===== config.mk =====
export PLATFORM = sky130hd
export DESIGN_NAME = cpu_top
export DESIGN_NICKNAME = d
export VERILOG_FILES = /design/src/cpu_pkg.sv /design/src/alu_unit.sv /design/src/reg_file.sv /design/src/imm_gen.sv /design/src/control_fsm.sv /design/src/mem_port.sv /design/src/datapath.sv /design/src/cpu_top.sv
export SDC_FILE = /design/constraint.sdc
export NUM_CORES = 2
export LEC_CHECK = 0
export BUFFER_PORTS_ARGS = -buffer_cell sky130_fd_sc_hd__buf_2
export CORE_MARGIN = 5
export CORE_UTILIZATION = 55
export CTS_CLUSTER_DIAMETER = 40
export DETAILED_ROUTE_END_ITERATION = 12
export PLACE_DENSITY = 0.71
export REMOVE_ABC_BUFFERS = 1
export SLEW_MARGIN = 25
export SYNTH_ARGS = -nofsm -noshare
export SYNTH_HDL_FRONTEND = slang
export SYNTH_SLANG_ARGS = --single-unit

===== constraint.sdc =====
create_clock -name clk -period 10.48 [get_ports clk]
set_input_delay 1.048 -clock clk [delete_from_list [all_inputs] [get_ports clk]]
set_output_delay 1.048 -clock clk [all_outputs]
set_load 0.05 [all_outputs]

===== src/cpu_pkg.sv =====
`default_nettype none

package cpu_pkg;

    localparam int xlen = 32;

    typedef enum logic [6:0] {
        LOAD           = 7'b0000011,
        STORE          = 7'b0100011,
        ARITHMETIC     = 7'b0110011,
        ARITHMETIC_IMM = 7'b0010011,
        BRANCH         = 7'b1100011,
        JAL            = 7'b1101111,
        JALR           = 7'b1100111,
        ECALL          = 7'b1110011
    } opcode_e;

    // What the sequencer asks of the ALU; the ALU picks the operation itself.
    typedef enum logic [1:0] {
        CLASS_ADD        = 2'd0, // Addresses and the PC increment.
        CLASS_BRANCH_CMP = 2'd1, // Subtract so the zero flag compares rs1 and rs2.
        CLASS_R_FUNC     = 2'd2,
        CLASS_I_FUNC     = 2'd3
    } alu_class_e;

    typedef enum logic [2:0] {
        ALU_ADD,
        ALU_SUB,
        ALU_AND,
        ALU_OR,
        ALU_XOR,
        ALU_SLT
    } alu_op_e;

    typedef enum logic [3:0] {
        ST_FETCH         = 4'd0,
        ST_DECODE        = 4'd1,
        ST_MEM_ADDR      = 4'd2,
        ST_MEM_READ      = 4'd3,
        ST_MEM_WRITE     = 4'd4,
        ST_WRITEBACK     = 4'd5,
        ST_EXEC_R        = 4'd6,
        ST_EXEC_I        = 4'd7,
        ST_ALU_WRITEBACK = 4'd8,
        ST_BRANCH        = 4'd9,
        ST_JAL_LINK      = 4'd10,
        ST_JAL_JUMP      = 4'd11,
        ST_JALR_LINK     = 4'd12,
        ST_JALR_JUMP     = 4'd13,
        ST_HALT          = 4'd14
    } ctrl_state_e;

    typedef struct packed {
        logic       pc_write;
        logic       pc_write_cond;
        logic       pc_source;  // 0 takes the ALU result, 1 the ALU-out register.
        logic       i_or_d;     // 0 addresses memory with the PC, 1 with ALU-out.
        logic       mem_start;
        logic       mem_write;
        logic       ir_write;
        logic       mdr_write;
        logic       mem_to_reg;
        logic       reg_write;
        logic       link;       // Write-back of the return address.
        logic       alu_src_a;
        logic [1:0] alu_src_b;
        alu_class_e alu_class;
    } ctrl_t;

    typedef struct packed {
        logic [xlen-1:0] addr; // Word address.
        logic [xlen-1:0] wdata;
        logic            write_en;
    } mem_req_t;

endpackage

`default_nettype wire


===== src/alu_unit.sv =====
`default_nettype none

module alu_unit (
    input  logic [cpu_pkg::xlen-1:0] a,
    input  logic [cpu_pkg::xlen-1:0] b,
    input  cpu_pkg::alu_class_e      alu_class,
    input  logic [2:0]               funct3,
    input  logic                     funct7_5,
    output logic [cpu_pkg::xlen-1:0] result,
    output logic                     zero
);
    import cpu_pkg::*;

    alu_op_e op;

    always_comb begin
        op = ALU_ADD;
        case (alu_class)
            CLASS_BRANCH_CMP: op = ALU_SUB;
            CLASS_R_FUNC, CLASS_I_FUNC: begin
                case (funct3)
                    3'b000: begin
                        // Only R-type reads funct7; addi may carry any bit 30.
                        op = (alu_class == CLASS_R_FUNC && funct7_5) ? ALU_SUB : ALU_ADD;
                    end
                    3'b010:  op = ALU_SLT;
                    3'b100:  op = ALU_XOR;
                    3'b110:  op = ALU_OR;
                    3'b111:  op = ALU_AND;
                    default: op = ALU_ADD;
                endcase
            end
            default: op = ALU_ADD;
        endcase
    end

    always_comb begin
        case (op)
            ALU_SUB: result = a - b;
            ALU_AND: result = a & b;
            ALU_OR:  result = a | b;
            ALU_XOR: result = a ^ b;
            ALU_SLT: result = {{(xlen - 1){1'b0}}, $signed(a) < $signed(b)};
            default: result = a + b;
        endcase
    end

    assign zero = (result == '0);

endmodule

`default_nettype wire


===== src/reg_file.sv =====
`default_nettype none

module reg_file (
    input  logic                     clk,
    input  logic                     reset,
    input  logic [4:0]               rs1,
    input  logic [4:0]               rs2,
    input  logic [4:0]               rd,
    input  logic                     write_en,
    input  logic [cpu_pkg::xlen-1:0] write_data,
    output logic [cpu_pkg::xlen-1:0] read1,
    output logic [cpu_pkg::xlen-1:0] read2
);
    import cpu_pkg::*;

    logic [xlen-1:0] regs [32];

    // No register changes while the core is held in reset.
    always_ff @(posedge clk) begin
        if (!reset && write_en && rd != 5'd0) begin
            regs[rd] <= write_data;
        end
    end

    assign read1 = (rs1 == 5'd0) ? '0 : regs[rs1]; // x0 is never stored.
    assign read2 = (rs2 == 5'd0) ? '0 : regs[rs2];

endmodule

`default_nettype wire


===== src/imm_gen.sv =====
`default_nettype none

module imm_gen (
    input  logic [cpu_pkg::xlen-1:0] instr,
    output logic [cpu_pkg::xlen-1:0] imm
);
    import cpu_pkg::*;

    opcode_e opcode;

    assign opcode = opcode_e'(instr[6:0]);

    always_comb begin
        case (opcode)
            LOAD, ARITHMETIC_IMM, JALR: begin
                imm = {{20{instr[31]}}, instr[31:20]};
            end
            STORE: begin
                imm = {{20{instr[31]}}, instr[31:25], instr[11:7]};
            end
            BRANCH: begin
                imm = {{19{instr[31]}}, instr[31], instr[7], instr[30:25], instr[11:8], 1'b0};
            end
            JAL: begin
                imm = {{11{instr[31]}}, instr[31], instr[19:12], instr[20], instr[30:21], 1'b0};
            end
            default: begin
                imm = '0; // R-type and ecall have no immediate.
            end
        endcase
    end

endmodule

`default_nettype wire


===== src/control_fsm.sv =====
`default_nettype none

module control_fsm (
    input  logic              clk,
    input  logic              reset,
    input  cpu_pkg::opcode_e  opcode,
    input  logic              branch_taken,
    input  logic              mem_done,
    output cpu_pkg::ctrl_t    ctrl,
    output logic              halted
);
    import cpu_pkg::*;

    ctrl_state_e state;
    ctrl_state_e state_next;

    always_ff @(posedge clk) begin
        if (reset) begin
            state <= ST_FETCH;
        end else begin
            state <= state_next;
        end
    end

    always_comb begin
        state_next = state;
        case (state)
            ST_FETCH: begin
                if (mem_done) begin
                    state_next = ST_DECODE;
                end
            end
            ST_DECODE: begin
                case (opcode)
                    LOAD, STORE:    state_next = ST_MEM_ADDR;
                    ARITHMETIC:     state_next = ST_EXEC_R;
                    ARITHMETIC_IMM: state_next = ST_EXEC_I;
                    BRANCH:         state_next = ST_BRANCH;
                    JAL:            state_next = ST_JAL_LINK;
                    JALR:           state_next = ST_JALR_LINK;
                    default:        state_next = ST_HALT; // ecall, and anything unsupported.
                endcase
            end
            ST_MEM_ADDR: begin
                state_next = (opcode == LOAD) ? ST_MEM_READ : ST_MEM_WRITE;
            end
            ST_MEM_READ: begin
                if (mem_done) begin
                    state_next = ST_WRITEBACK;
                end
            end
            ST_MEM_WRITE: begin
                if (mem_done) begin
                    state_next = ST_FETCH;
                end
            end
            ST_EXEC_R, ST_EXEC_I: state_next = ST_ALU_WRITEBACK;
            ST_JAL_LINK:          state_next = ST_JAL_JUMP;
            ST_JALR_LINK:         state_next = ST_JALR_JUMP;
            ST_HALT:              state_next = ST_HALT;
            default:              state_next = ST_FETCH;
        endcase
    end

    // The memory states hold mem_start for their whole length.
    // The port takes the request as soon as its previous handshake is over.
    always_comb begin
        ctrl = '0;
        case (state)
            ST_FETCH: begin
                ctrl.mem_start = 1'b1;
                ctrl.ir_write  = 1'b1;
                ctrl.alu_src_b = 2'b01;
                ctrl.pc_write  = mem_done; // PC moves on together with the IR.
            end
            ST_DECODE: begin
                ctrl.alu_src_b = 2'b10; // Branch and jal target into ALU-out.
            end
            ST_MEM_ADDR: begin
                ctrl.alu_src_a = 1'b1;
                ctrl.alu_src_b = 2'b10;
            end
            ST_MEM_READ, ST_MEM_WRITE: begin
                ctrl.mem_start = 1'b1;
                ctrl.i_or_d    = 1'b1;
                ctrl.mdr_write = (state == ST_MEM_READ);
                ctrl.mem_write = (state == ST_MEM_WRITE);
                ctrl.alu_src_a = 1'b1; // Keep ALU-out on the data address.
                ctrl.alu_src_b = 2'b10;
            end
            ST_WRITEBACK: begin
                ctrl.reg_write  = 1'b1;
                ctrl.mem_to_reg = 1'b1;
            end
            ST_EXEC_R: begin
                ctrl.alu_src_a = 1'b1;
                ctrl.alu_class = CLASS_R_FUNC;
            end
            ST_EXEC_I: begin
                ctrl.alu_src_a = 1'b1;
                ctrl.alu_src_b = 2'b10;
                ctrl.alu_class = CLASS_I_FUNC;
            end
            ST_ALU_WRITEBACK: begin
                ctrl.reg_write = 1'b1;
            end
            ST_BRANCH: begin
                ctrl.alu_src_a     = 1'b1;
                ctrl.alu_class     = CLASS_BRANCH_CMP;
                ctrl.pc_source     = 1'b1;
                ctrl.pc_write_cond = branch_taken;
            end
            ST_JAL_LINK, ST_JALR_LINK: begin
                ctrl.reg_write = 1'b1;
                ctrl.link      = 1'b1;
                ctrl.alu_src_a = (state == ST_JALR_LINK);
                ctrl.alu_src_b = 2'b10;
            end
            ST_JAL_JUMP, ST_JALR_JUMP: begin
                ctrl.pc_write  = 1'b1;
                ctrl.pc_source = 1'b1;
            end
            default: begin
                ctrl = '0;
            end
        endcase
    end

    assign halted = (state == ST_HALT);

    // A handshake may only finish while the sequencer is waiting for one.
    assert property (@(posedge clk) disable iff (reset)
        mem_done |-> state inside {ST_FETCH, ST_MEM_READ, ST_MEM_WRITE})
        else $error("mem_done seen in state %s", state.name());

    assert property (@(posedge clk) disable iff (reset)
        !$isunknown(state) && state <= ST_HALT)
        else $error("illegal sequencer state %0d", state);

endmodule

`default_nettype wire


===== src/mem_port.sv =====
`default_nettype none

module mem_port #(
    parameter int addr_width = 10
) (
    input  logic                     clk,
    input  logic                     reset,
    input  logic                     start,
    input  cpu_pkg::mem_req_t        cmd_in,
    input  logic                     mem_ack,
    input  logic [cpu_pkg::xlen-1:0] mem_rdata,
    output logic                     mem_req,
    output cpu_pkg::mem_req_t        mem_cmd,
    output logic                     done,
    output logic [cpu_pkg::xlen-1:0] rdata
);
    import cpu_pkg::*;

    typedef enum logic [1:0] {
        IDLE,
        REQ,
        RELEASE,
        WAIT_ACK_LOW
    } phase_e;

    localparam logic [xlen-1:0] addr_mask = (xlen'(1) << addr_width) - xlen'(1);

    phase_e phase;
    phase_e phase_next;

    always_comb begin
        phase_next = phase;
        case (phase)
            IDLE: begin
                if (start) begin
                    phase_next = REQ;
                end
            end
            REQ: begin
                if (mem_ack) begin
                    phase_next = RELEASE;
                end
            end
            RELEASE: begin
                phase_next = mem_ack ? WAIT_ACK_LOW : IDLE;
            end
            default: begin
                if (!mem_ack) begin
                    phase_next = IDLE;
                end
            end
        endcase
    end

    always_ff @(posedge clk) begin
        if (reset) begin
            phase <= IDLE;
        end else begin
            phase <= phase_next;
        end
    end

    // The command is frozen for the whole handshake.
    always_ff @(posedge clk) begin
        if (phase == IDLE && start) begin
            mem_cmd <= '{
                addr:     cmd_in.addr & addr_mask,
                wdata:    cmd_in.wdata,
                write_en: cmd_in.write_en
            };
        end
    end

    assign mem_req = (phase == REQ);
    assign done    = (phase == REQ) && mem_ack;
    assign rdata   = done ? mem_rdata : '0; // Bus data is only valid with ack.

    // The bus command holds until both req and ack are low again.
    assert property (@(posedge clk) disable iff (reset)
        (mem_req || mem_ack) |=> $stable(mem_cmd))
        else $error("memory command changed during a handshake");

    assert property (@(posedge clk) disable iff (reset)
        $rose(mem_req) |-> !mem_ack)
        else $error("new request raised while ack still high");

endmodule

`default_nettype wire


===== src/datapath.sv =====
`default_nettype none

module datapath #(
    parameter logic [cpu_pkg::xlen-1:0] reset_pc   = '0,
    parameter int                       addr_width = 10
) (
    input  logic                     clk,
    input  logic                     reset,
    input  cpu_pkg::ctrl_t           ctrl,
    input  logic [cpu_pkg::xlen-1:0] mem_rdata,
    input  logic                     mem_done,
    output cpu_pkg::opcode_e         opcode,
    output logic                     branch_taken,
    output cpu_pkg::mem_req_t        mem_cmd
);
    import cpu_pkg::*;

    // Byte addresses beyond the memory are never reachable.
    localparam int pc_width = addr_width + 2;

    logic [pc_width-1:0] pc;
    logic [pc_width-1:0] pc_old; // Address of the instruction in the IR.
    logic [xlen-1:0]     ir;
    logic [xlen-1:0]     mdr;
    logic [xlen-1:0]     reg_a;
    logic [xlen-1:0]     reg_b;
    logic [xlen-1:0]     alu_out;

    logic [xlen-1:0] read1;
    logic [xlen-1:0] read2;
    logic [xlen-1:0] imm;
    logic [xlen-1:0] src_a;
    logic [xlen-1:0] src_b;
    logic [xlen-1:0] alu_result;
    logic [xlen-1:0] pc_next;
    logic [xlen-1:0] write_data;
    logic [xlen-1:0] byte_addr;
    logic            zero;

    reg_file rf_i (
        .clk        (clk),
        .reset      (reset),
        .rs1        (ir[19:15]),
        .rs2        (ir[24:20]),
        .rd         (ir[11:7]),
        .write_en   (ctrl.reg_write),
        .write_data (write_data),
        .read1      (read1),
        .read2      (read2)
    );

    imm_gen imm_i (
        .instr (ir),
        .imm   (imm)
    );

    alu_unit alu_i (
        .a         (src_a),
        .b         (src_b),
        .alu_class (ctrl.alu_class),
        .funct3    (ir[14:12]),
        .funct7_5  (ir[30]),
        .result    (alu_result),
        .zero      (zero)
    );

    // While fetching, the ALU steps the PC; afterwards it sees the instruction's address.
    assign src_a = ctrl.alu_src_a ? reg_a : xlen'(ctrl.ir_write ? pc : pc_old);

    always_comb begin
        case (ctrl.alu_src_b)
            2'b00:   src_b = reg_b;
            2'b01:   src_b = xlen'(4);
            default: src_b = imm;
        endcase
    end

    assign pc_next = ctrl.pc_source ? alu_out : alu_result;

    always_ff @(posedge clk) begin
        if (reset) begin
            pc <= reset_pc[pc_width-1:0];
        end else if (ctrl.pc_write || ctrl.pc_write_cond) begin
            pc <= {pc_next[pc_width-1:1], 1'b0}; // jalr clears bit 0.
        end
    end

    always_ff @(posedge clk) begin
        if (ctrl.ir_write && mem_done) begin
            ir     <= mem_rdata;
            pc_old <= pc;
        end
        if (ctrl.mdr_write && mem_done) begin
            mdr <= mem_rdata;
        end
        reg_a   <= read1;
        reg_b   <= read2;
        alu_out <= alu_result;
    end

    // After fetch the PC already points at the next instruction.
    assign write_data = ctrl.link       ? xlen'(pc) :
                        ctrl.mem_to_reg ? mdr       : alu_out;

    assign opcode       = opcode_e'(ir[6:0]);
    assign branch_taken = ir[12] ? !zero : zero; // bne or beq.

    assign byte_addr        = ctrl.i_or_d ? alu_out : xlen'(pc);
    assign mem_cmd.addr     = {2'b00, byte_addr[xlen-1:2]};
    assign mem_cmd.wdata    = reg_b;
    assign mem_cmd.write_en = ctrl.mem_write;

endmodule

`default_nettype wire


===== src/cpu_top.sv =====
`default_nettype none

module cpu_top #(
    parameter logic [cpu_pkg::xlen-1:0] reset_pc   = '0,
    parameter int                       addr_width = 10
) (
    input  logic                     clk,
    input  logic                     reset,
    input  logic                     mem_ack,
    input  logic [cpu_pkg::xlen-1:0] mem_rdata,
    output logic                     mem_req,
    output cpu_pkg::mem_req_t        mem_cmd,
    output logic                     halted
);
    import cpu_pkg::*;

    ctrl_t           ctrl;
    opcode_e         opcode;
    logic            branch_taken;
    logic            mem_done;
    logic [xlen-1:0] port_rdata;
    mem_req_t        dp_cmd;

    control_fsm fsm_i (
        .clk          (clk),
        .reset        (reset),
        .opcode       (opcode),
        .branch_taken (branch_taken),
        .mem_done     (mem_done),
        .ctrl         (ctrl),
        .halted       (halted)
    );

    datapath #(
        .reset_pc   (reset_pc),
        .addr_width (addr_width)
    ) dp_i (
        .clk          (clk),
        .reset        (reset),
        .ctrl         (ctrl),
        .mem_rdata    (port_rdata),
        .mem_done     (mem_done),
        .opcode       (opcode),
        .branch_taken (branch_taken),
        .mem_cmd      (dp_cmd)
    );

    mem_port #(
        .addr_width (addr_width)
    ) port_i (
        .clk       (clk),
        .reset     (reset),
        .start     (ctrl.mem_start),
        .cmd_in    (dp_cmd),
        .mem_ack   (mem_ack),
        .mem_rdata (mem_rdata),
        .mem_req   (mem_req),
        .mem_cmd   (mem_cmd),
        .done      (mem_done),
        .rdata     (port_rdata)
    );

endmodule

`default_nettype wire


After elaboration in Yosys (flattened, before gate mapping)
Memories as Yosys holds them, arrays and structs flattened. A register that Yosys moved wholly into a read port is not among the register bits. Index checks and enable logic that the tools add are counted. Widths: inputs -> output; s select.

Order comparisons: 1. Bitwise logic cells: 3. Eq/ne operators: 42. Reduce and logical (&&, ||, !) cells: 32. Add/sub/neg operators: 2. Multiplexer cells: 40.

Operators with widths (count): $pmux 32 s5 (1); $mux 32 (4); $pmux 32 s4 (1); $pmux 32 s2 (1); $mux 12 (3); $pmux 4 s9 (1); $add 32x32->32 (1); $and 32x32->32 (1); $logic_not 32->1 (1); $lt 32x32->1 (1); $or 32x32->32 (1); $sub 32x32->32 (1); $xor 32x32->32 (1); $eq 4x4->1 const B (7); $pmux 4 s6 (1); $eq 7x7->1 const B (3); $eq 4x3->1 const B (4); $eq 3x3->1 const B (5); $pmux 3 s5 (1); $eq 7x6->1 const B (2); $mux 1 (13); $mux 4 (3); $pmux 2 s3 (2); $reduce_or 2->1 (6); other kinds (29) (55).

Word-level logic and storage cells: 131. Register bits after elaboration: 167. Input bits: 35. Memories kept: 1. RAM bits: 1024.

Memory list: dp_i.rf_i.regs (depth 32, bits a word 32, rd ports 2, clocked after memory_dff 2, wr ports 1, RTL line reg_file.sv:16) `logic [xlen-1:0] regs [32];`.

Longest topological paths before layout
Depth after elaboration: 14. Depth in mapped cells: 27. Mapped depth without buffers: 24.

Hierarchy
A second synthesis with hierarchy kept.

Cells, all modules: 4021. Area, all modules: 62346.0 µm².

Modules (own cells, without submodules): reg_file (cells each 2369, instances 1, area an instance 47227.8 µm²); datapath (cells each 517, instances 1, area an instance 6477.5 µm²); alu_unit (cells each 868, instances 1, area an instance 5686.7 µm²); mem_port (cells each 112, instances 1, area an instance 1873.0 µm²); control_fsm (cells each 94, instances 1, area an instance 609.3 µm²); imm_gen (cells each 61, instances 1, area an instance 471.7 µm²).

Least setup slack after synthesis
Ideal clock, no wire load.

Path kind: reg-to-reg. Start point: register fsm_i.state[3]. End point: register dp_i.pc[10]. Buffers on the path: 6. Data arrival time: 5.219 ns. Clock period less this slack: 5.350 ns. Setup slack: 5.130 ns. Cell stages (with the launch flop): 25. Cells stage by stage: dfxtp_1 > clkbuf_1 > nor4_1 > nor2_1 > o21a_1 > clkbuf_1 > and2_1 > clkbuf_1 > a21o_1 > ha_1 > clkbuf_1 > inv_1 > nor4_1 > nand2_1 > o21ai_1 > o21a_1 > a21oi_1 > or4_1 > nor4b_1 > a31oi_1 > o21a_1 > buf_6 > buf_6 > o21ai_2 > o41ai_2.

Cells in the longest elaborated chain, start to end: 14. Elaborated cells between the ends (all ways): 54.

Ends and longest elaborated chain: start: declaration (RTL line control_fsm.sv:14) `ctrl_state_e state;`; start signal: assignment (RTL line control_fsm.sv:21) `state <= state_next;`; branches (longest 14 deep; another with $add 32x32->32); end signal: assignment (RTL line datapath.sv:82) `pc <= reset_pc[pc_width-1:0];`; end signal: assignment (RTL line datapath.sv:84) `pc <= {pc_next[pc_width-1:1], 1'b0};`; end: declaration (RTL line datapath.sv:21) `logic [pc_width-1:0] pc;`.

Parallel ways; which one is timed is not known. A chain may end at the register's enable or synchronous reset.

Worst setup path in the final report
Start point: register fsm_i.state[1]. End point: register dp_i.pc[11].

Same word-level chain as after synthesis.

==> results.yml <==
final_layout:
  layout.nets: 3881
  syn_to_final_growth_pct: 13.6
  drive_gt1_share_pct: 30.9
detailed_routing:
  met1_length_um: 70800
  drc: 0
  final_antenna_net_count: 0
  drt_wl_total_um: 186000
  wl_met3_um: 20300
  wl_met2_um: 87800
  vias: 37400
  drt_iter0_drc: 4740
  top_layer_used: "met5"
  wl_per_cell_um: 34.6
  drtPass1Iterations: 5
  via_per_inst: 6.95
clock_network:
  cts.sinks: 1255
  post_cts_resized: 0
  cts_setup_buffers: 0
  htreeDepth: 4
  insertion_delay_ns: 0.79
  cts_buffers: 162
  tritoncts: "done"
  path_clk_slew_ns: 0.06
  ctsHoldBuffers: 0
  cts_max_path_buffers: 3
  clockRootBuffer: "clkbuf_16"
sta:
  relSlewSlack_pct: 23.6
  setup_viol: 0
  setup_ws_ns: 2.51
  fin_crit_sh_pct: 76.0
  timing.fmax_mhz: 125
  hold_violations: 0
  tightest_slew_ns: 1.15
  fin_skew_ns: 0.0375
  slew_viol_final: 0
  fin_crit_ns: 7.97
  rsz0062_at_grt: "false"
  holdWs_ns: 0.490
synthesis:
  synth_async_sr_flop_share_pct: 0
  synthCells: 3631
  seq_area_frac_synth_pct: 59.7
  synth_warnings: 0
  ys_seq_elements: 1255
  syn_area_per_cell_um2: 16.9
  ys_types: 92
  synth_top_flop_cell: "edfxtp_1"
  synth_area_um2: 61200
  synth_edf_count: 1142
die:
  start_util_pct: 55.3
  coreArea_um2: 111000
  ios: 102
  fp.dieW_um: 344
  num_rows: 122
  die_h_um: 344
  dieArea_um2: 118000
critical_path:
  path_cells: "nor2_1 > o21ai_0 > o21ai_4 > buf_4 > nor2_1 > o21a_1 > buf_4 > and2_1 > a21o_1 > ha_1 > a21o_1 > a31oi_1 > nand2_1 > o31ai_2 > o21ai_1 > nand2_1 > o32ai_1 > or4_1 > nor4b_1 > and4_1 > o21a_1 > o221ai_1 > a21oi_1"
  critical_path_class: "flip-flop to flip-flop"
  startpoint_type: "flip-flop"
  cp_slowest_stage_delay_ns: 0.84
  crit_required_ns: 11.16
  crit_arrival_ns: 8.65
  cp_slowest_cell: "dfxtp_1"
  endpoint_kind: "flip-flop"
  critPathMaxFanout: 34
global_route:
  antenna_found_initial: 6
  grt_max_degree: 156
  grt_overflow: 0
  grt_usage_pct: 31.8
  grt_pass1_vias: 37100
  grt_pass1_wl_um: 267000
pwr:
  finalPower_mw: 18.3
  power.leakage_nw: 23.5
  vdd_drop_max_mv: 0.204
  power_per_cell_area_nw_per_um2: 263
place:
  port_buffers: 79
  post-dp-hpwl_um: 113000
  gp_congestion: 1.02
  pre_cts_ws_ns: 2.73
run:
  maxCapViolCount: 0
outcome:
  status: "finished clean"
worst_hold_path:
  min_path_type: "flip-flop to flip-flop"
-- worst paths after layout --
| check | from | to | slack, ns | cells past startpoint |
|---|---|---|---|---|
| worst max-delay path | fsm_i.state[1] | dp_i.pc[11] | 2.51 | 23 |
| worst min register to register | dp_i.pc[8] | dp_i.pc_old[8] | 0.49 | 0 |
| worst max register to register | fsm_i.state[1] | dp_i.pc[11] | 2.51 | 23 |
| worst min-delay path | dp_i.pc[8] | dp_i.pc_old[8] | 0.49 | 0 |
-- report_power, final --
| part | total [mW] | internal [mW] | switching (mW) |
|---|---|---|---|
| combinational | 6.03 | 2.10 | 3.92 |
| clock | 5.67 | 3.38 | 2.30 |
| sequential | 6.56 | 6.24 | 0.323 |
-- worst max-delay path: cells and delay by family (launching register included) --
| family | cells | cell delay (ns) |
|---|---|---|
| compound gates | 12 | 3.26 |
| fa+ha+maj | 1 | 0.37 |
| buf+inv | 2 | 0.52 |
| flops | 1 | 0.84 |
| simple gates | 8 | 2.83 |
-- metal layers --
metal	up-vias	GRT usage (%)
met4	4	11.7
met3	408	7.11
met5	-	0
met1	19500	45.0
li1	15100	-
met2	2328	49.4
-- placed cells by master (no fill, tap or decap), types with 14 or more instances in the layout --
master,Yosys,routed
a22oi_1,15,15
ha_1,96,96
inv_1,111,111
nand2_1,158,158
o21a_1,14,14
a211oi_1,20,20
bufinv_16,0,15
clkinvlp_4,0,17
a21o_1,41,41
conb_1,1,54
clkbuf_16,0,165
a31oi_1,23,23
nor2_4,0,31
a22o_1,15,15
and3_1,49,44
buf_4,22,90
a21oi_4,0,15
clkinv_4,0,18
nor2b_1,17,16
dfxtp_1,113,113
clkbuf_1,162,17
nor2_1,246,214
edfxtp_1,1142,1142
inv_6,0,26
mux4_2,640,640
nand3_1,22,22
a21oi_1,147,126
buf_2,19,79
nor3_1,25,23
mux2i_1,101,101
o21ai_0,76,65
and2_1,31,31
-- cells in the mapped netlist, types with 31 or more instances --
library cell  number  area share [%]
edfxtp_1        1142              56
mux4_2           640              24
nor2_1           246             1.5
clkbuf_1         162            0.99
nand2_1          158            0.97
a21oi_1          147             1.2
dfxtp_1          113             3.7
inv_1            111            0.68
mux2i_1          101             1.7
ha_1              96             2.0
o21ai_0           76            0.62
buf_1             70            0.43
and3_1            49            0.50
a21o_1            41            0.50
and2_1            31            0.32
-- flip-flops by register name (all words and copies together), names as in the netlist --
| signal | cells |
|---|---|
| fsm_i.state | 4 |
| dp_i.alu_out | 32 |
| port_i.mem_cmd | 43 |
| port_i.phase | 2 |
| dp_i.pc | 11 |
| dp_i.pc_old | 11 |
| dp_i.reg_b | 32 |
| dp_i.reg_a | 32 |
| dp_i.mdr | 32 |
| dp_i.ir | 32 |
| dp_i.rf_i.regs | 1024 |
-- cells by family after synthesis --
kind of cell	share of synthesized area, %
xor gates and xnor gates	0.129
adders and majority gates	2.04
other	0.00612
DFF	59.7
and+or+nand+nor	4.74
muxes	25.3
AOI/OAI and AO/OA	5.52
buffers and inverters	2.59
-- metrics by stage --
| stage | utilization, % | instance area, um2 | instances | TNS, ns |
|---|---|---|---|---|
| 6_report | 62.9 | 69600 | 5380 | 0 |
| 5_1_grt | 62.9 | 69600 | 5375 | 0 |
| 4_1_cts | 62.8 | 69500 | 5374 | 0 |
| 3_5_place_dp | 57.7 | 63900 | 5071 | 0 |
| 3_3_place_gp | 57.5 | 63700 | 5069 | 0 |
| 2_1_floorplan | - | 60300 | 3408 | -199.25 |
-- layout make-up --
type                       count  area, um2
antenna                        5       12.5
clock buffer                 187       4260
clock inverter               116       1370
timing repair buffer         176       1230
fill                        7676      41100
sequential                  1255      36600
multi-input combinational   2041      23900
tap                         1488       1860
inverter                     112        420
Power figures use the tool's default switching activity.
